**src/source/if_fetch_pkg.sv**
```systemverilog
`default_nettype none

package if_fetch_pkg;

    // ##################################################
    // widths
    // ##################################################
    localparam int PC_W     = 32;
    localparam int INST_W   = 32;
    localparam int LINE_W   = 64;
    localparam int OFFSET_W = 3;

    // default cache geometry, the top level passes these down
    localparam int DEF_WAYS = 8;
    localparam int DEF_SETS = 64;

    // ##################################################
    // AXI codes
    // ##################################################
    localparam int AXI_ID_W = 4;

    localparam logic [AXI_ID_W-1:0] FETCH_ID    = '0;
    localparam logic [1:0]          RESP_OKAY   = 2'b00;
    localparam logic [1:0]          BURST_FIXED = 2'b00;
    localparam logic [2:0]          SIZE_WORD   = 3'b010;
    localparam logic [2:0]          SIZE_DWORD  = 3'b011;

    typedef enum logic [2:0] {
        st_idle,
        st_read_cache,
        st_axi_addr,
        st_axi_data,
        st_write_cache,
        st_finish
    } fetch_state_t;

endpackage

`default_nettype wire

```
**src/source/axi_read_port.sv**
```systemverilog
`timescale 1ns/1ns
`default_nettype none

module axi_read_port (
    input  logic                              clk,
    input  logic                              rst,
    input  logic [if_fetch_pkg::PC_W-1:0]     pc,
    input  logic                              uncached,
    input  logic                              ar_start,
    input  logic                              rd_start,
    input  logic                              arready,
    output logic                              arvalid,
    output logic [if_fetch_pkg::PC_W-1:0]     araddr,
    output logic [if_fetch_pkg::AXI_ID_W-1:0] arid,
    output logic [7:0]                        arlen,
    output logic [2:0]                        arsize,
    output logic [1:0]                        arburst,
    output logic                              rready,
    input  logic                              rvalid,
    input  logic [1:0]                        rresp,
    input  logic [if_fetch_pkg::LINE_W-1:0]   rdata,
    input  logic                              rlast,
    input  logic [if_fetch_pkg::AXI_ID_W-1:0] rid,
    output logic                              addr_done,
    output logic                              beat_done,
    output logic [if_fetch_pkg::LINE_W-1:0]   line
);
    import if_fetch_pkg::*;

    logic beat_ok;

    // ##################################################
    // AR channel
    // ##################################################
    assign arvalid = ar_start;
    assign arid    = FETCH_ID;
    assign arlen   = 8'd0;
    assign arburst = BURST_FIXED;

    // cached reads fetch the whole aligned line
    assign araddr = uncached ? pc : {pc[PC_W-1:OFFSET_W], {OFFSET_W{1'b0}}};
    assign arsize = uncached ? SIZE_WORD : SIZE_DWORD;

    assign addr_done = arvalid && arready;

    // ##################################################
    // R channel
    // ##################################################
    assign rready = rd_start;

    // stray IDs and error responses are dropped, rready stays up
    assign beat_ok   = rvalid && (rid == FETCH_ID) && rlast && (rresp == RESP_OKAY);
    assign beat_done = rready && beat_ok;

    always_ff @(posedge clk or posedge rst) begin
        if (rst) begin
            line <= '0;
        end else if (beat_done) begin
            line <= rdata;
        end
    end

endmodule

`default_nettype wire

```
**config.mk**
```make
export PLATFORM = sky130hd
export DESIGN_NAME = axi_read_port
export DESIGN_NICKNAME = d
export VERILOG_FILES = /design/src/source/if_fetch_pkg.sv /design/src/source/axi_read_port.sv
export SDC_FILE = /design/constraint.sdc
export NUM_CORES = 1
export LEC_CHECK = 0
export BUFFER_PORTS_ARGS = -buffer_cell sky130_fd_sc_hd__buf_2
export CORE_AREA = 2 2 87 89
export CTS_BUF_LIST = sky130_fd_sc_hd__clkbuf_8
export DETAILED_ROUTE_END_ITERATION = 8
export DIE_AREA = 0 0 89 91
export GPL_TIMING_DRIVEN = 0
export PLACE_DENSITY = 0.81
export SYNTH_ARGS = -nofsm -noshare
export SYNTH_HDL_FRONTEND = slang
export SYNTH_SLANG_ARGS = --single-unit
```
**constraint.sdc**
```tcl
create_clock -name clk -period 3.2 [get_ports clk]
set_input_delay 0.32 -clock clk [delete_from_list [all_inputs] [get_ports clk]]
set_output_delay 0.32 -clock clk [all_outputs]
set_load 0.01 [all_outputs]
```
==> results.sh, run 1 <==
export IMPL_grt_pass1_wl_um=9473
export IMPL_worst_slack_ps=1523
export IMPL_core_region_area_um2=7137
export IMPL_hold_viol=0
export IMPL_area_growth_pct=48.29
export IMPL_largest_reg_flops=64
export IMPL_yosys_warnings=0
export IMPL_min_period_ps=1678
export IMPL_ctsHoldBuffers=0
export IMPL_synth_seq_cells=64
export IMPL_cts_buffers=9
export IMPL_groute_usage_overall_pct=15.01
export IMPL_crit_arrival_ps=1360
export IMPL_finalCritPeriodShare_pct=52.42
export IMPL_drive_gt1_share_pct=78.33
export IMPL_skew_ps=0
export IMPL_dieArea_um2=8099
export IMPL_timing_fmax_mhz=596.1
export IMPL_synth_cell_type_count=11
export IMPL_slew_headroom_pct=65.26
export IMPL_cts_resized=0
export IMPL_routed_wl_um=6139
export IMPL_cp_cell_sequence="buf_2, and4bb_2, nand4b_1, buf_4, buf_6, inv_1, buf_2"
export IMPL_r2r_slack_ps=2430
export IMPL_clockBufferDepth=2
export IMPL_drt_pass1_iter_count=4
export IMPL_postSynthAreaPerCell_um2=14.50
export IMPL_dp_slack_ps=1500
export IMPL_grt_pass1_vias=2135
export IMPL_via_count=2141
export IMPL_htree_levels=3
export IMPL_syn_cell_area_um2=2814
export IMPL_routabilityCongestion=0.6935
export IMPL_regMostFlops="line"
export IMPL_reg_top3="line (64)"
export IMPL_crit_path_start_kind="input pin"
export IMPL_drtAntennaViolNets=0
export IMPL_dpl_hpwl_um=4946
export IMPL_cts_sinks=64
export IMPL_clk_latency_ps=320
export IMPL_cts_setup_buffers=0
export IMPL_finalNetCount=511
export IMPL_leakagePower_uw=0.002573
export IMPL_grt_max_degree=42
export IMPL_power_density_nw_per_um2=471.9
export IMPL_worstPathMaxFanout=10
export IMPL_cpLargestDelayFamily="buffers and inverters"
export IMPL_ir_drop_uv=318.5
export IMPL_die_w_um=89
export IMPL_drt_iter0_drc=18
export IMPL_die_h_um=91
export IMPL_setup_violations=0
export IMPL_maxCapViolations=0
export IMPL_root_buffer="clkbuf_8"
export IMPL_tritoncts="built"
export IMPL_timing_critical_path_mode_cell="buf_2"
export IMPL_ys_seq_area_share_pct=56.91
export IMPL_timing_setup_tns_ps=0
export IMPL_ios=227
export IMPL_rows=31
export IMPL_rsz0062_at_grt="no"
export IMPL_slew_violations=0
export IMPL_clkTransAtPathRegs_ps=70
export IMPL_status="complete, no violations"
export IMPL_io_buffers=181
export IMPL_crit_buf_inv=5
export IMPL_detail_route_wl_per_cell_um=12.13
export IMPL_worst_setup_path_end_kind="output pin"
export IMPL_synthCells=194
export IMPL_start_util_pct=39.43
export IMPL_min_path_type="in -> async"
export IMPL_cp_slowest_cell="and4bb_2"
export IMPL_grt_overflow=0
export IMPL_vias_per_cell=4.231
export IMPL_cpPeakStageDelay_ps=270
export IMPL_tightestPinTransition_ps=520.4
export IMPL_path_class="in -> out"
export IMPL_antenna_found_initial=1
export IMPL_critPathRequiredTime_ps=2880
export IMPL_drc_errors=0
where the power goes:
part / total [µW] / leakage [µW] / switching [µW] / internal (µW)
Combinational: 253 / 0.00156 / 109 / 144
Sequential: 865 / 0.000882 / 17.4 / 847
Clock: 852 / 0.000126 / 293 / 559
placed cells by master, fill, tap and decap left out, drive strengths merged:
master,instances
dfrtp,64
diode,1
and4bb,1
inv,3
conb,16
nor3,1
clkinv,1
mux2,64
and2,4
clkbuf,11
clkinvlp,1
buf,236
nand4b,1
bufinv,3
routing by layer:
metal,vias to the layer above,global-route usage (%),wire length [µm]
met5,-,0,0
met4,0,6.095,60
met3,7,5.091,730
met2,133,27.11,3111
met1,996,15.47,2237
li1,1005,-,-
path summary, 6_finish.rpt:
check                                           from                   end  cells past startpoint
worst max-delay path                        rresp[1]             beat_done                      7
min in group clk                           rdata[19]  line[19]$_DFFE_PP0P_                      2
worst min register to register  line[47]$_DFFE_PP0P_  line[47]$_DFFE_PP0P_                      1
worst max register to register  line[35]$_DFFE_PP0P_  line[35]$_DFFE_PP0P_                      1
worst min-delay path                             rst  line[54]$_DFFE_PP0P_                      2
max in group asynchronous                        rst  line[12]$_DFFE_PP0P_                      3
cells in the mapped netlist:
master,count,area [µm²]
buf_2,1,5.000
dfrtp_1,64,1602
conb_1,2,7.510
and2_1,4,25.02
buf_4,48,360.4
mux2_2,64,720.7
nor3_1,1,5.000
buf_6,5,56.30
inv_1,3,11.26
nand4b_1,1,8.760
and4bb_2,1,12.51
stage by stage:
stage	cells	hold slack (ps)	power (µW)	utilization (%)	cell area, µm²
6_report	506	23.67	1969	58.47	4173
5_1_grt	505	50.03	2054	58.43	4170
4_1_cts	505	25.20	1999	58.43	4170
3_5_place_dp	489	393.1	1136	54.87	3916
3_3_place_gp	488	481.2	1126	54.59	3896
2_1_floorplan	208	470.4	1013	-	2867
cells by family after synthesis:
family | after synthesis | synth area share, %
multiplexers | 64 | 25.61
flip-flops | 64 | 56.91
buffers and inverters | 57 | 15.38
AND/OR/NAND/NOR | 7 | 1.823
other | 2 | 0.2669
layout make-up:
class                           instances  area, µm²
Antenna cell                            1      2.502
Buffer                                 54      421.7
Clock buffer                           11      151.4
Clock inverter                          5      102.6
Fill cell                             636       2964
Inverter                                3      11.26
Multi-Input combinational cell         87      832.0
Sequential cell                        64       1602
Tap cell                               99      123.9
Timing Repair Buffer                  182      925.9
No activity file was read; power rests on OpenSTA's default activity.
==> run 2, diff against run 1 <==
- ABC_AREA: default -> 1
- CORE_AREA: 2 2 87 89 -> default
- CORE_UTILIZATION: default -> 42
- DIE_AREA: 0 0 89 91 -> default
- PLACE_DENSITY: 0.81 -> 0.83
- clock period: 3.2 -> 1.6 ns (I/O delays scaled with it)
==> results.sh, run 2 <==
export IMPL_crit_arrival_ps=1140
export IMPL_rows=30
export IMPL_regMostFlops="line"
export IMPL_dieArea_um2=7607
export IMPL_htree_levels=3
export IMPL_routabilityCongestion=0.7616
export IMPL_ys_seq_area_share_pct=52.50
export IMPL_power_density_nw_per_um2=927.1
export IMPL_grt_pass1_wl_um=11540
export IMPL_timing_setup_tns_ps=0
export IMPL_root_buffer="clkbuf_8"
export IMPL_clockBufferDepth=2
export IMPL_antenna_cells=0
export IMPL_synth_edf_count=0
export IMPL_crit_path_start_kind="input pin"
export IMPL_finalCritPeriodShare_pct=81.10
export IMPL_ir_drop_uv=484.3
export IMPL_worst_setup_path_end_kind="output pin"
export IMPL_routed_wl_um=7498
export IMPL_yosys_warnings=0
export IMPL_detail_route_wl_per_cell_um=11.36
export IMPL_synth_cell_type_count=12
export IMPL_cts_sinks=64
export IMPL_io_buffers=181
export IMPL_drc_errors=0
export IMPL_syn_cell_area_um2=3050
export IMPL_status="complete, no violations"
export IMPL_cts_resized=0
export IMPL_antenna_found_initial=0
export IMPL_rsz0062_at_grt="no"
export IMPL_die_h_um=87.22
export IMPL_min_period_ps=1298
export IMPL_worstPathMaxFanout=10
export IMPL_synth_top_cell_area_share_pct=52.50
export IMPL_leakagePower_uw=0.002885
export IMPL_synth_seq_cells=64
export IMPL_dp_slack_ps=286.1
export IMPL_reg_top3="line (64)"
export IMPL_timing_critical_path_mode_cell="buf_2"
export IMPL_timing_fmax_mhz=770.7
export IMPL_core_region_area_um2=6907
export IMPL_via_count=2927
export IMPL_grt_overflow=0
export IMPL_finalNetCount=669
export IMPL_cts_buffers=9
export IMPL_maxCapViolations=0
export IMPL_synth_area_top_cells="dfrtp_1 53%, nand2_1 17%, buf_4 12%, nand3_1 11%, buf_6 4.1%"
export IMPL_placedCellCount=642
export IMPL_drtAntennaViolNets=0
export IMPL_ys_top_cells_by_count="136 x nand2_1, 65 x nand3_1, 64 x dfrtp_1"
export IMPL_vias_per_cell=4.435
export IMPL_tritoncts="built"
export IMPL_tightestPinTransition_ps=504.5
export IMPL_setup_violations=0
export IMPL_crit_buf_inv=5
export IMPL_start_util_pct=44.17
export IMPL_cp_slowest_cell="nor2_1"
export IMPL_grt_pass1_vias=2701
export IMPL_grt_max_degree=65
export IMPL_synthMostInstantiatedCell="nand2_1"
export IMPL_cpLargestDelayFamily="buffers and inverters"
export IMPL_worst_slack_ps=302.5
export IMPL_ios=227
export IMPL_mostFrequentLayoutCell="buf_2"
export IMPL_async_flop_share_pct=100.0
export IMPL_drive_gt1_share_pct=47.16
export IMPL_die_w_um=87.22
export IMPL_postSynthAreaPerCell_um2=8.691
export IMPL_clk_latency_ps=320
export IMPL_cpPeakStageDelay_ps=230
export IMPL_hold_viol=0
export IMPL_r2r_slack_ps=980
export IMPL_drt_iter0_drc=63
export IMPL_final_cell_mix="187 x buf_2, 136 x nand2_1, 65 x nand3_1"
export IMPL_stdcell_count=660
export IMPL_slew_headroom_pct=66.30
export IMPL_cp_cell_sequence="buf_2, nor2_1, nand3_1, buf_4, buf_6, inv_1, buf_2"
export IMPL_min_path_type="in -> reg"
export IMPL_dpl_hpwl_um=5787
export IMPL_slew_violations=0
export IMPL_path_class="in -> out"
export IMPL_area_growth_pct=45.28
export IMPL_critPathRequiredTime_ps=1440
export IMPL_synth_area_leader_cell="dfrtp_1"
export IMPL_clkTransAtPathRegs_ps=70
export IMPL_synth_top_flop_cell="dfrtp_1"
export IMPL_drt_pass1_iter_count=4
export IMPL_synthCells=351
export IMPL_skew_ps=0
export IMPL_largest_reg_flops=64
export IMPL_filler_cell_count=593
export IMPL_groute_usage_overall_pct=19.41
[run 2: cell types whose count changed in the layout (fill, tap and decap cells not counted), moves of 4 or more]
cell / delta
mux2_2: -64
nor2_1: +4
nand3_1: +65
buf_6: +6
and2_1: -4
nand2_1: +136
inv_1: +9
buf_2: +5
[run 2: final cells by class]
| class | instances | area [µm²] | share of cell area (%) |
|---|---|---|---|
| repair buffers | 183 | 935.9 | 21.12 |
| clock inverters | 6 | 131.4 | 2.964 |
| well taps | 96 | 120.1 | 2.710 |
| clock buffers | 10 | 137.6 | 3.106 |
| flip-flops and latches | 64 | 1602 | 36.14 |
| plain buffers | 67 | 525.5 | 11.86 |
| inverters | 12 | 48.80 | 1.101 |
| multi-input cells | 222 | 930.9 | 21.01 |
[run 2: per-stage QoR]
step | hold slack [ps] | utilization (%) | total power [µW] | area [µm²]
3_5_place_dp | 393.7 | 59.84 | 2306 | 4133
5_1_grt | 52.48 | 64.17 | 4282 | 4432
2_1_floorplan | 291.3 | - | 2049 | 3107
3_3_place_gp | 389.8 | 59.84 | 2290 | 4133
6_report | 57.54 | 64.17 | 4109 | 4432
4_1_cts | 38.32 | 63.73 | 4141 | 4402
[run 2: logic make-up after synthesis]
| kind of cell | synth area share, % |
|---|---|
| AND/OR/NAND/NOR | 28.55 |
| buffers and inverters | 18.70 |
| flip-flops | 52.50 |
| other | 0.2462 |
[run 2: what timing repair did]
item                                   4_1_cts  5_1_grt
hold buffers                                 0        1
buffers inserted                             0        0
endpoints found under the hold margin        0       21
[run 2: final timing paths]
check	from	to	cells after the start
worst max-delay path	rid[1]	beat_done	7
worst min-delay path	rdata[18]	line[18]$_DFFE_PP0P_	3
worst max register to register	line[28]$_DFFE_PP0P_	line[28]$_DFFE_PP0P_	2
worst min register to register	line[46]$_DFFE_PP0P_	line[46]$_DFFE_PP0P_	2
max in group asynchronous	rst	line[19]$_DFFE_PP0P_	4
min in group asynchronous	rst	line[45]$_DFFE_PP0P_	3
[run 2: tightest hold or removal path, delay by kind of cell]
family | cells | cell delay (ps)
buf+inv | 1 | 80
simple gates | 2 | 120
[run 2: metal layers]
layer,vias to the layer above,GRT usage (%),share of wire [%]
met5,-,0,0
met4,0,7.303,1.6
met3,13,4.265,7.4
met2,133,36.44,52
met1,1330,21.31,39
li1,1451,-,-
[run 2: where the power goes]
part	switching, µW	total (µW)	internal, µW
sequential	38.7	1730	1690
combinational	274	546	272
clock	600	1830	1230
total	912	4110	3200
==> run 3, diff against run 2 <==
- ABC_AREA: 1 -> 0
- CORE_UTILIZATION: 42 -> 36
- PLACE_DENSITY: 0.83 -> 0.78
- clock period: 1.6 -> 1.07 ns (I/O delays scaled with it)
==> results.sh, run 3 (synthesis gave the netlist of run 1 again) <==
export IMPL_detail_route_wl_per_cell_um=13.81
export IMPL_worst_slack_ps=-82.55
export IMPL_mostFrequentLayoutCell="buf_2"
export IMPL_via_count=2434
export IMPL_regMostFlops="line"
export IMPL_drc_errors=0
export IMPL_skew_ps=0
export IMPL_drive_gt1_share_pct=70.84
export IMPL_min_path_type="in -> async"
export IMPL_violations="hold timing, setup timing"
export IMPL_worstPathMaxFanout=10
export IMPL_dpl_hpwl_um=4753
export IMPL_routabilityCongestion=0.7894
export IMPL_finalNetCount=568
export IMPL_clockBufferDepth=2
export IMPL_worst_setup_path_end_kind="flop"
export IMPL_groute_usage_overall_pct=18.79
export IMPL_timing_hold_ws_ps=-171.9
export IMPL_die_w_um=90.41
export IMPL_dieArea_um2=8174
export IMPL_core_region_area_um2=7408
export IMPL_clkTransAtPathRegs_ps=70
export IMPL_crit_arrival_ps=1370
export IMPL_area_growth_pct=67.99
export IMPL_tritoncts="built"
export IMPL_htree_levels=3
export IMPL_critPathRequiredTime_ps=1290
export IMPL_final_cell_mix="179 x buf_2, 64 x dfrtp_1, 63 x mux2_2"
export IMPL_clk_latency_ps=330
export IMPL_path_class="in -> reg"
export IMPL_regArea_um2=1602
export IMPL_maxCapViolations=0
export IMPL_grt_pass1_vias=2557
export IMPL_grt_max_degree=65
export IMPL_slew_headroom_pct=62.85
export IMPL_drt_iter0_drc=45
export IMPL_rsz0062_at_grt="yes"
export IMPL_filler_cell_count=559
export IMPL_min_period_ps=1153
export IMPL_status="finished, violations left"
export IMPL_cts_buffers=9
export IMPL_power_density_nw_per_um2=1127
export IMPL_root_buffer="clkbuf_8"
export IMPL_routed_wl_um=7762
export IMPL_timing_fmax_mhz=867.6
export IMPL_die_h_um=90.41
export IMPL_crit_path_start_kind="input pin"
export IMPL_drt_pass1_iter_count=4
export IMPL_io_buffers=181
export IMPL_design_area_um2=4727
export IMPL_grt_overflow=0
export IMPL_multi_input_comb_area_um2=840.8
export IMPL_antenna_cells=0
export IMPL_setup_violations=62
export IMPL_drtAntennaViolNets=0
export IMPL_ir_drop_uv=653.9
export IMPL_largest_reg_flops=64
export IMPL_place_area_um2=3904
export IMPL_grt_pass1_wl_um=11960
export IMPL_hold_viol=24
export IMPL_tightestPinTransition_ps=556.1
export IMPL_cts_sinks=64
export IMPL_antenna_found_initial=0
export IMPL_vias_per_cell=4.331
export IMPL_dp_slack_ps=-304.4
export IMPL_ios=227
export IMPL_reg_top3="line (64)"
export IMPL_leakagePower_uw=0.002804
export IMPL_start_util_pct=37.98
export IMPL_finalCritPeriodShare_pct=107.7
export IMPL_rows=31
export IMPL_slew_violations=0
run 3: cell types whose count changed in the layout (fill, tap and decap cells not counted), sizes merged, moves of 4 or more:
cell,delta
nor2,-5
and2,+4
mux2,+64
buf,-5
inv,-10
bufinv,-4
nand3,-65
dlygate4sd3,+48
nand2,-136
clkinv,+4
run 3: what timing repair did:
item                       CTS  global route
setup endpoints to repair    1            54
setup buffers                5             1
hold buffers                41             8
cloned                       1             1
pin swaps                    1             1
hold endpoints to repair    41            32
gates resized for setup     10             1
run 3: critical path, cell delays in order:
cell and delay (ps):
buf_6 90, and4bb_2 280, nand4b_1 150, buf_6 180
buf_4 150, buf_6 140, mux2_2 280
run 3: layout make-up:
cell class,instances,area share [%]
multi-input combinational,87,17.79
buffer,54,9.238
tap,99,2.620
inverter,3,0.3176
timing repair buffer,239,32.50
sequential,64,33.88
clock buffer,10,2.912
clock inverter,6,0.7411
run 3: worst paths after layout:
path	end	cells after the start	start	slack (ps)
setup / recovery	line[54]$_DFFE_PP0P_	7	rresp[1]	-80
hold / removal	line[39]$_DFFE_PP0P_	2	rst	-170
hold reg to reg	line[24]$_DFFE_PP0P_	1	line[24]$_DFFE_PP0P_	500
setup reg to reg	line[17]$_DFFE_PP0P_	1	line[17]$_DFFE_PP0P_	290
min in group clk	line[46]$_DFFE_PP0P_	2	rdata[46]	20
max in group asynchronous	line[24]$_DFFE_PP0P_	3	rst	660
run 3: through the flow:
stage | total power [µW] | setup TNS, ps | util (%) | hold WS [ps] | cells
CTS | 5342 | -265.7 | 61.95 | 0.3722 | 551
detailed placement | 3390 | -30490 | 52.69 | 342.6 | 488
global placement | 3366 | -28190 | 52.69 | 337.5 | 488
floorplan | 3030 | -5038 | - | 238.3 | 208
finish | 5326 | -3244 | 63.81 | -171.9 | 562
global route | 5604 | -3966 | 63.81 | -148.5 | 562
run 3: per-layer routing:
metal / vias up / track usage (%) / wire [µm]
li1: 1117 / - / -
met2: 146 / 33.72 / 4198
met5: - / 0 / 0
met3: 22 / 6.313 / 649
met4: 0 / 9.409 / 243
met1: 1149 / 19.48 / 2670
run 3: where the power goes:
part	internal (µW)	leakage, µW	switching (µW)	total [µW]
logic	555	0.00183	369	925
registers	2530	0.000882	56.3	2590
clock network	886	0.0000878	926	1810
total	3970	0.00280	1350	5330
