File: config.mk
export PLATFORM = sky130hd
export DESIGN_NAME = fetch_ctrl_flat
export DESIGN_NICKNAME = d
export VERILOG_FILES = /design/src/source/if_fetch_pkg.sv /design/src/source/icache_if.sv /design/src/source/fetch_ctrl.sv /design/src/flat_wrapper.sv
export SDC_FILE = /design/constraint.sdc
export NUM_CORES = 1
export LEC_CHECK = 0
export ABC_AREA = 1
export BUFFER_PORTS_ARGS = -buffer_cell sky130_fd_sc_hd__buf_2
export CORE_MARGIN = 5
export CORE_UTILIZATION = 29
export CTS_BUF_LIST = sky130_fd_sc_hd__clkbuf_16
export DETAILED_ROUTE_END_ITERATION = 8
export PLACE_DENSITY = 0.77
export SETUP_SLACK_MARGIN = 0.15
export SYNTH_ARGS = -nofsm -noshare
export SYNTH_HDL_FRONTEND = slang
export SYNTH_SLANG_ARGS = --single-unit
File: constraint.sdc
create_clock -name clk -period 1.3 [get_ports clk]
set_input_delay 0.39 -clock clk [delete_from_list [all_inputs] [get_ports clk]]
set_output_delay 0.39 -clock clk [all_outputs]
set_load 0.01 [all_outputs]
File: src/source/if_fetch_pkg.sv
`default_nettype none

package if_fetch_pkg;

    // ##################################################
    // widths
    // ##################################################
    localparam int PC_W     = 32;
    localparam int INST_W   = 32;
    localparam int LINE_W   = 64;
    localparam int OFFSET_W = 3;

    // default cache geometry, the top level passes these down
    localparam int DEF_WAYS = 8;
    localparam int DEF_SETS = 64;

    // ##################################################
    // AXI codes
    // ##################################################
    localparam int AXI_ID_W = 4;

    localparam logic [AXI_ID_W-1:0] FETCH_ID    = '0;
    localparam logic [1:0]          RESP_OKAY   = 2'b00;
    localparam logic [1:0]          BURST_FIXED = 2'b00;
    localparam logic [2:0]          SIZE_WORD   = 3'b010;
    localparam logic [2:0]          SIZE_DWORD  = 3'b011;

    typedef enum logic [2:0] {
        st_idle,
        st_read_cache,
        st_axi_addr,
        st_axi_data,
        st_write_cache,
        st_finish
    } fetch_state_t;

endpackage

`default_nettype wire

File: src/source/icache_if.sv
`timescale 1ns/1ns
`default_nettype none

interface icache_if #(
    parameter int WAYS = if_fetch_pkg::DEF_WAYS,
    parameter int SETS = if_fetch_pkg::DEF_SETS
);
    import if_fetch_pkg::*;

    localparam int INDEX_W = $clog2(SETS);
    localparam int TAG_W   = PC_W - INDEX_W - OFFSET_W;
    localparam int WAY_W   = $clog2(WAYS);

    logic [INDEX_W-1:0] index;
    logic [TAG_W-1:0]   tag;
    logic               word_sel;
    logic               fill;
    logic               hit;
    logic [WAY_W-1:0]   hit_way;
    logic [WAY_W-1:0]   victim_way;

    modport ctrl (output index, tag, word_sel, fill, input hit);
    modport tags (input index, tag, fill, output hit, hit_way, victim_way);
    modport data (input index, word_sel, fill, hit, hit_way, victim_way);

endinterface

`default_nettype wire

File: src/source/fetch_ctrl.sv
`timescale 1ns/1ns
`default_nettype none

module fetch_ctrl #(
    parameter int SETS = if_fetch_pkg::DEF_SETS
) (
    input  logic                          clk,
    input  logic                          rst,
    input  logic [if_fetch_pkg::PC_W-1:0] pc,
    input  logic                          valid_in,
    input  logic                          fence_i,
    input  logic                          mem_ok,
    input  logic                          addr_done,
    input  logic                          beat_done,
    output logic                          valid_out,
    output logic                          ok,
    output logic                          uncached,
    output logic                          ar_start,
    output logic                          rd_start,
    output logic                          sel_axi,
    icache_if.ctrl                        cache
);
    import if_fetch_pkg::*;

    localparam int INDEX_W = $clog2(SETS);

    fetch_state_t state;
    fetch_state_t state_next;
    logic         accept;

    // ##################################################
    // address split
    // ##################################################
    assign cache.index    = pc[OFFSET_W +: INDEX_W];
    assign cache.tag      = pc[PC_W-1 : OFFSET_W+INDEX_W];
    assign cache.word_sel = pc[OFFSET_W-1];

    // the low half of the address space bypasses the cache
    assign uncached = !pc[PC_W-1];
    assign sel_axi  = uncached;

    // no new fetch starts while the cache is being invalidated
    assign accept = (state == st_idle) && valid_in && !fence_i;

    // ##################################################
    // state machine
    // ##################################################
    always_comb begin
        state_next = state;
        case (state)
            st_idle: begin
                if (accept) begin
                    if (!uncached && cache.hit) begin
                        state_next = st_read_cache;
                    end else begin
                        state_next = st_axi_addr;
                    end
                end
            end
            st_read_cache: begin
                state_next = st_finish;
            end
            st_axi_addr: begin
                if (addr_done) begin
                    state_next = st_axi_data;
                end
            end
            st_axi_data: begin
                if (beat_done) begin
                    state_next = uncached ? st_finish : st_write_cache;
                end
            end
            st_write_cache: begin
                // read the freshly written line back through the hit path
                state_next = st_read_cache;
            end
            st_finish: begin
                if (mem_ok) begin
                    state_next = st_idle;
                end
            end
            default: begin
                state_next = st_idle;
            end
        endcase
    end

    always_ff @(posedge clk or posedge rst) begin
        if (rst) begin
            state <= st_idle;
        end else begin
            state <= state_next;
        end
    end

    // ##################################################
    // outputs
    // ##################################################
    assign cache.fill = (state == st_write_cache);
    assign ar_start   = (state == st_axi_addr);
    assign rd_start   = (state == st_axi_data);

    assign valid_out = valid_in && (state == st_finish);
    assign ok        = !valid_in || (state == st_finish);

endmodule

`default_nettype wire

File: src/flat_wrapper.sv
// flat-port wrapper written by rule: the top's interface ports become plain ports
module fetch_ctrl_flat import if_fetch_pkg::*;
#(
    parameter int SETS = if_fetch_pkg::DEF_SETS
)
  (clk, rst, pc, valid_in, fence_i, mem_ok, addr_done, beat_done, valid_out, ok, uncached, ar_start, rd_start, sel_axi, cache_index, cache_tag, cache_word_sel, cache_fill, cache_hit);
  icache_if #(.SETS(SETS)) cache_i ();
  input  logic clk;
  input  logic rst;
  input  logic [if_fetch_pkg::PC_W-1:0] pc;
  input  logic valid_in;
  input  logic fence_i;
  input  logic mem_ok;
  input  logic addr_done;
  input  logic beat_done;
  output logic valid_out;
  output logic ok;
  output logic uncached;
  output logic ar_start;
  output logic rd_start;
  output logic sel_axi;
  output wire logic [$bits(cache_i.index)-1:0] cache_index;
  output wire logic [$bits(cache_i.tag)-1:0] cache_tag;
  output wire logic [$bits(cache_i.word_sel)-1:0] cache_word_sel;
  output wire logic [$bits(cache_i.fill)-1:0] cache_fill;
  input wire logic [$bits(cache_i.hit)-1:0] cache_hit;
  assign cache_index = cache_i.index;
  assign cache_tag = cache_i.tag;
  assign cache_word_sel = cache_i.word_sel;
  assign cache_fill = cache_i.fill;
  assign cache_i.hit = cache_hit;
  fetch_ctrl #(.SETS(SETS)) u_core (.clk(clk), .rst(rst), .pc(pc), .valid_in(valid_in), .fence_i(fence_i), .mem_ok(mem_ok), .addr_done(addr_done), .beat_done(beat_done), .valid_out(valid_out), .ok(ok), .uncached(uncached), .ar_start(ar_start), .rd_start(rd_start), .sel_axi(sel_axi), .cache(cache_i));
endmodule
==> results of run 1 <==
==> metrics by stage <==
stage          TNS [ns]  power, mW
2_1_floorplan         0      0.626
3_3_place_gp          0      0.707
3_5_place_dp          0      0.723
4_1_cts          -0.556       1.43
5_1_grt           -1.04       1.65
6_report         -0.648       1.54
==> synth_stat cells <==
master	n
sky130_fd_sc_hd__inv_2	1
sky130_fd_sc_hd__nand2_1	20
sky130_fd_sc_hd__nand3_1	4
sky130_fd_sc_hd__o21ai_0	1
sky130_fd_sc_hd__nor3_1	1
sky130_fd_sc_hd__nand4_1	3
sky130_fd_sc_hd__buf_4	31
sky130_fd_sc_hd__dfrtp_1	3
sky130_fd_sc_hd__nor2_2	1
sky130_fd_sc_hd__inv_1	13
sky130_fd_sc_hd__nor2_1	9
==> layout by cell type, fill, tap and decap left out <==
| master | instances |
|---|---|
| sky130_fd_sc_hd__nor2_2 | 5 |
| sky130_fd_sc_hd__buf_4 | 10 |
| sky130_fd_sc_hd__nand3_2 | 1 |
| sky130_fd_sc_hd__nand4_1 | 3 |
| sky130_fd_sc_hd__nand3_4 | 1 |
| sky130_fd_sc_hd__nor3_1 | 1 |
| sky130_fd_sc_hd__o21ai_1 | 1 |
| sky130_fd_sc_hd__nand2_1 | 18 |
| sky130_fd_sc_hd__dfrtp_2 | 3 |
| sky130_fd_sc_hd__nand2_2 | 1 |
| sky130_fd_sc_hd__inv_2 | 3 |
| sky130_fd_sc_hd__clkbuf_16 | 3 |
| sky130_fd_sc_hd__inv_1 | 12 |
| sky130_fd_sc_hd__buf_2 | 16 |
| sky130_fd_sc_hd__nand2_4 | 1 |
| sky130_fd_sc_hd__nor2_1 | 5 |
| sky130_fd_sc_hd__buf_6 | 2 |
| sky130_fd_sc_hd__nand3_1 | 2 |
==> what timing repair did <==
action	4_1_cts	5_1_grt
endpoints found under the setup margin	7	8
gates cloned	0	0
pin swaps	7	8
setup buffers	7	2
gates resized for setup	10	7
==> cells by family after synthesis <==
| kind of cell | after synthesis | synth area share [%] |
|---|---|---|
| AOI/OAI and AO/OA | 1 | 0.954 |
| and+or+nand+nor | 38 | 30.3 |
| DFF | 3 | 14.3 |
| buffers and inverters | 45 | 54.4 |
==> cell type report <==
class	instances	share of cell area, %
clock buffers	3	12.1
repair buffers	28	28.6
multi-input cells	39	32.5
clock inverters	1	0.605
inverters	14	8.47
flip-flops and latches	3	12.7
well taps	25	5.04
==> worst max-delay path, cell delays in order (launching register included) <==
cell	delay, ns
sky130_fd_sc_hd__dfrtp_2	0.44
sky130_fd_sc_hd__inv_2	0.09
sky130_fd_sc_hd__nand3_4	0.07
sky130_fd_sc_hd__nor2_2	0.10
sky130_fd_sc_hd__buf_2	0.13
==> report_power, final <==
| group | switching (mW) | total (mW) | internal (mW) |
|---|---|---|---|
| logic | 0.397 | 0.813 | 0.416 |
| clock network | 0.0913 | 0.489 | 0.397 |
| registers | 0.0939 | 0.242 | 0.148 |
| total | 0.582 | 1.54 | 0.961 |
==> layer usage <==
| layer | global-route usage [%] | share of wire (%) |
|---|---|---|
| met5 | 0 | 0 |
| met1 | 8.50 | 36 |
| met2 | 13.6 | 48 |
| met3 | 2.56 | 12 |
| met4 | 11.9 | 4.3 |
==> worst paths after layout <==
check / to
max in group asynchronous: u_core.state[1]
worst max-delay path: valid_out
min in group clk: u_core.state[2]
worst max register to register: u_core.state[1]
worst min register to register: u_core.state[1]
worst min-delay path: u_core.state[0]
==> impl.org, run 1 <==
** Run status
- The run finished, with violations left.
- Violations in the final reports :: setup timing

** STA
- Setup repair after global routing could not meet its margin everywhere.
- Shortest clock period the worst path allows after layout :: 1.45 ns
- Final slew viol count :: 0
- Hold Worst Slack :: 0.0215 ns
- For the final database, setup skew stands at 0.00245 ns.
- Final Cycle Share :: 111%
- Worst-margin pin slew :: 0.155 ns
- Number of hold-slack violations in the final timing report :: 0
- Setup ws final :: -0.145 ns
- Headroom to the max-slew limit :: 89.6%
- Based on the critical path, the design can be clocked at up to 0.692 GHz.
- Setup-failing EPs final :: 5

** Logic synthesis
- Counting flops and latches in the post-synthesis netlist gives 3.
- The synthesized netlist contains 11 unique library cells.
- After technology mapping, the gate count stands at 87.
- Mapped Area :: 524 sq um
- In the post-synthesis netlist, the biggest area contributors are sky130_fd_sc_hd__buf_4, sky130_fd_sc_hd__dfrtp_1, sky130_fd_sc_hd__nand2_1, sky130_fd_sc_hd__inv_1, sky130_fd_sc_hd__nor2_1.
- Share of synthesized area occupied by flip-flops and latches :: 14.3%
- Of the post-synthesis cell area, the dominant cell type holds 44.4%.
- Total nets after synthesis :: 127
- Summed over all instances, the cell type with the most area after synthesis is sky130_fd_sc_hd__buf_4.
- Synth warnings :: 0
- Dividing the synthesized area by the synthesized cell count gives 6.03 sq um.

** Global route
- Maximum number of pins on one net before global-route repair :: 8
- The first global-routing pass estimated 1820 microns of wire.
- Global Route Usage Sum :: 9.00%
- The via count of the first global-routing pass was 464.
- GRT overflow :: 0
- Antenna violations before repair :: 0

** Clock network
- After clock tree synthesis, the clock-pin slew on the worst setup and hold paths is 0.03 ns.
- The root buffer cell chosen for the clock tree is sky130_fd_sc_hd__clkbuf_16.
- Maximum number of buffers from clock root to sink :: 2
- The clock reaches the later pin of the worst-skew pair after 0.23 ns.
- Clock tree synthesis inserted a total of 3 buffers.
- Hold_buf cts :: 0
- H-Tree Depth :: 1
- CTS sink cnt :: 3
- TritonCTS built the clock tree.

** Worst setup path
- In this run the worst path has a maximum fanout of 6.
- STA puts the critical path data required time at 0.91 ns.
- The worst setup path is of the reg -> out kind.
- R2R setup slack :: 0.01 ns
- Worst path arrival time :: 1.06 ns
- The number of cells on the worst reg-to-reg path is 10.
- In this run the worst setup path begins at u_core.state[1].
- Critical Path Source Type :: register
- STA classifies the critical path endpoint as a primary output.
- In this run the critical register-to-register path is launched from u_core.state[0].

** Layout
- The layout has 197 filler cells.
- Combined area of the multi-input logic cells :: 201 sq um
- Number of antenna cells inserted :: 0
- The largest registers in the layout are u_core.state x3.
- Number of flip-flops under the largest register name :: 3
- Fin area :: 621 sq um
- Flip-flop and latch area :: 78.8 sq um
- u_core.state holds more flip-flops than any other register.
- At the end of the flow the core is filled with cells to 35.9%.
- Compared with the post-synthesis result, the final layout area differs by 18.4%.
- After the flow finishes, the layout carries non-filler instances totaling 113.
- The post-route netlist has 52.3% of its cells at a drive strength greater than 1.
- For this run, the post-layout net count is 129.

** Placed design
- Detailed placement ended at an HPWL of 801 microns.
- Gp weighted congestion :: 0.816
- Pre-CTS worst setup slack :: 0.0312 ns
- Once placement completed, the tool counted placed cells totaling 100.
- During placement, the flow inserted port buffers numbering 16.
- Cell Area, Placed :: 428 sq um

** Floorplan
- Effective utilization at floorplan :: 30.4%
- Overall die area :: 2760 sq um
- The die is 52.5 microns tall.
- Measured along the x axis, the die boundary spans 52.5 microns.
- Total core area :: 1730 sq um
- Count of boundary I/O pins :: 77
- Row generation in the floorplan step produced 15 rows.

** Power
- Summed over all cells, the static leakage comes to 0.382 nW.
- Across the VDD grid, the largest voltage drop is 0.000740 V.
- Power spread over the standard cell area amounts to 2490 nW/um^2.

** Worst hold path
- Hold WC Path Type :: in -> async

** Route
- First-pass detailed-route iteration total :: 4
- Via-per-instance ratio :: 4.19
- The final route contains 473 vias.
- Routed WL :: 1250 microns
- In the final routed layout, each cell accounts on average for 11.0 microns.
- After detailed routing, the number of remaining DRC violations is 0.
- Number of violations reported at the end of detailed-routing iteration 0 :: 10
- Number of routed nets with antenna violations :: 0

** Run
- Max-cap violations in this run came to 0.
(Power assumes the default switching activity.)
==> inputs of run 2 (changes only) <==
--- a/config.mk
+++ b/config.mk
@@ -11,8 +11,10 @@
 export CORE_UTILIZATION = 29
 export CTS_BUF_LIST = sky130_fd_sc_hd__clkbuf_16
 export DETAILED_ROUTE_END_ITERATION = 8
+export HOLD_SLACK_MARGIN = 0.1
 export PLACE_DENSITY = 0.77
 export SETUP_SLACK_MARGIN = 0.15
 export SYNTH_ARGS = -nofsm -noshare
 export SYNTH_HDL_FRONTEND = slang
 export SYNTH_SLANG_ARGS = --single-unit
+export TNS_END_PERCENT = 10
==> run 2 against run 1 <==
Against the previous run:
- the run still ends with setup timing left
- via count fell by 4.2%
- global-route usage fell by 0.24 points
- design area fell by 1.2%
- core utilization fell by 0.43 points
- wire length fell by 9.1%
- sequential power barely moved
- die area did not move
- largest cell class unchanged
- highest routed layer unchanged
==> impl.org, run 2 (synthesized netlist as in run 1, its figures left out) <==
** Worst setup path
- The critical path contains buffers and inverters numbering 2 combined.
- Critical path startpoint :: u_core.state[1]
- R2R setup slack :: 0.01 ns
- In this design, the stage delay of the slowest critical-path cell is 0.44 ns.
- The critical path ends at valid_out.
- The critical path goes through inv_2 -> nand3_4 -> nor2_2 -> buf_2.
- Largest delay share family, worst path :: flip-flops
- Critical path type :: reg -> out
- Along the worst path, the maximum fanout reaches 6.
- The number of cells on the worst reg-to-reg path is 10.
- Data required, critical path :: 0.91 ns
- Data arrives at the worst endpoint at 1.05 ns.
- The worst setup path is launched from a register.
- Reg2reg end :: u_core.state[1]
- The worst setup path is captured at a primary output.
- Counting buffers and inverters, the worst setup path is 4 cells deep.
- The startpoint identified for the worst register-to-register timing path is u_core.state[0].
- Worst-path cell with the longest stage delay :: sky130_fd_sc_hd__dfrtp_2

** Power
- Power per cell area :: 2410 nW/um^2
- IR Drop Worst-Case VDD :: 0.000671 V
- Summing internal, switching and leakage power gives 1.48 mW.
- Total leakage power :: 0.376 nW

** Layout
- u_core.state holds more flip-flops than any other register.
- Most frequent standard cell in the layout excluding fill and tap cells :: sky130_fd_sc_hd__nand2_1
- Number of flip-flops under the largest register name :: 3
- After filler insertion, the fill cell instance count of the layout stands at 198.
- Leading cell types in the layout, fill and taps excluded :: sky130_fd_sc_hd__nand2_1, sky130_fd_sc_hd__buf_2, sky130_fd_sc_hd__inv_1, sky130_fd_sc_hd__buf_4, sky130_fd_sc_hd__nor2_1
- Nets@finish :: 128
- The repair_antennas step left the layout with diodes totalling 0.
- Of the cells placed in the final design, the portion with a size suffix greater than 1 is 50.6%.
- Relative area change from synthesis to final layout :: 16.9%
- Largest registers :: u_core.state x3

** Route
- The detailed router placed 453 vias in this run.
- Drc violations :: 0
- The routed design has 1130 microns of wire.
- In the final routed layout, each cell accounts on average for 10.1 microns.
- In this run, the number of DRC markers left after iteration 0 of detailed routing was 15.
- Number of routed nets with antenna violations :: 0
- Via-per-instance ratio :: 4.04
- Before antenna repair, the detailed router went through 4 iterations.

** Clock network
- TritonCTS built the clock tree.
- CTS Buf Count :: 3
- Clock latency of the later-clocked register in the worst-skew pair :: 0.23 ns
- Maximum number of buffers from clock root to sink :: 2
- CTS sink cnt :: 3
- H-Tree Depth :: 1
- In this run the clock root is driven by a sky130_fd_sc_hd__clkbuf_16.
- Clock-pin slew was measured on the worst setup and hold paths at 0.03 ns.

** Worst hold path
- In this run the most critical hold path is launched from mem_ok.
- Hold WC Path Type :: in -> reg

** Placed design
- DPL Wire Length :: 801 microns
- At the end of routability-driven placement, the weighted congestion stood at 0.816.
- In this run the tool buffered the top-level ports with 16 buffer cells.

** STA
- In this run the tightest slew margin relative to its limit is 89.0%.
- Final slew viol count :: 0
- Hold timing on the final database bottoms out at a slack of 0.481 ns.
- Setup repair after global routing missed its margin :: yes
- Setup ws final :: -0.140 ns
- For the pin with the worst max-slew slack, the measured transition is 0.163 ns.
- Final Cycle Share :: 111%
- Setup-failing EPs final :: 5
- Highest attainable clock frequency :: 0.694 GHz
- Largest clock skew in the final design :: 0.00235 ns
- Number of hold-slack violations in the final timing report :: 0
- Shortest clock period the worst path allows after layout :: 1.44 ns

** Global route
- The first global-routing pass estimated 1790 microns of wire.
- Number of global-route vias before repair :: 451
- GRT overflow :: 0
- Maximum number of pins on one net before global-route repair :: 8
- The global routing stage identified its most utilized layer as met2.
- Antenna violations before repair :: 0
- Global-route track usage on met1 :: 9.01%
- Global routing usage on met3 :: 2.56%
- Met2 Usage GRT :: 12.2%
- Global Route Usage Sum :: 8.76%

** Floorplan
- Die X :: 52.5 microns
- Total core area :: 1730 sq um
- Count of boundary I/O pins :: 77
- The floorplan step defined a die boundary enclosing 2760 sq um.
- Vertical extent of the die :: 52.5 microns
- Once the floorplan was initialized, standard cells occupied 30.4% of the core.
- The floorplan has 15 rows.

** Run status
- Violations in the final reports :: setup timing
- Result of the run :: finished with violations

** Run
- Across the run, the number of max-cap violations was 0.
run 2: cell count changes in the layout (fill, tap and decap cells not counted):
| cell | before | now |
|---|---|---|
| sky130_fd_sc_hd__nor2_1 | 5 | 6 |
| sky130_fd_sc_hd__dlygate4sd3_1 | 0 | 1 |
| sky130_fd_sc_hd__nor2_2 | 5 | 4 |
| sky130_fd_sc_hd__nand2_4 | 1 | 0 |
| sky130_fd_sc_hd__o21ai_0 | 0 | 1 |
| sky130_fd_sc_hd__nand3_1 | 2 | 1 |
| sky130_fd_sc_hd__nand2_2 | 1 | 2 |
| sky130_fd_sc_hd__buf_4 | 10 | 8 |
| sky130_fd_sc_hd__o21ai_1 | 1 | 0 |
| sky130_fd_sc_hd__nand3_2 | 1 | 2 |
run 2: worst register-to-register path: cells and delay by family (launching register included):
family                 cells  cell delay, ns
flip-flops                 1            0.43
AND/OR/NAND/NOR            7            0.40
buffers and inverters      3            0.34
run 2: metrics by stage:
stage	setup WS (ns)	cells	setup TNS, ns	utilization [%]	area (sq um)
2_1_floorplan	0.141	87	0	-	527
3_3_place_gp	0.0368	100	0	24.8	428
3_5_place_dp	0.0312	100	0	24.8	428
4_1_cts	-0.136	111	-0.555	34.1	588
5_1_grt	-0.196	112	-1.03	35.5	613
6_report	-0.140	112	-0.618	35.5	613
run 2: cell type report:
type	count	area (sq um)	area share [%]
sequential	3	78.8	12.9
clock inverter	1	3.75	0.612
timing repair buffer	27	173	28.2
clock buffer	3	75.1	12.2
multi-input combinational	39	199	32.4
inverter	14	52.6	8.57
tap	25	31.3	5.10
run 2: worst min path at each step:
stage                                 end  slack, ns  depth (start not counted)
after floorplan           u_core.state[0]       0.14                          1
after global placement    u_core.state[0]       0.25                          2
after detailed placement  u_core.state[1]       0.26                          2
after CTS                 u_core.state[2]       0.48                          4
after global routing      u_core.state[2]       0.50                          4
final                     u_core.state[2]       0.48                          4
run 2: layer usage:
layer | part of all wire, % | vias up
met5 | 0 | -
met4 | 4.7 | 0
met3 | 14 | 10
met2 | 44 | 24
met1 | 38 | 188
li1 | - | 231
run 2: report_power, final:
group / total (mW) / switching, mW / internal, mW / leakage [nW]
registers: 0.244 / 0.0959 / 0.148 / 0.0340
logic: 0.748 / 0.367 / 0.381 / 0.299
clock network: 0.488 / 0.0911 / 0.397 / 0.0423
run 2: repair_timing:
item | 4_1_cts | 5_1_grt
hold endpoints to repair | 3 | 0
hold buffers | 1 | 0
buffers inserted | 6 | 1
gates cloned | 0 | 0
pin swaps | 4 | 2
resized for setup | 11 | 4
endpoints found under the setup margin | 7 | 8
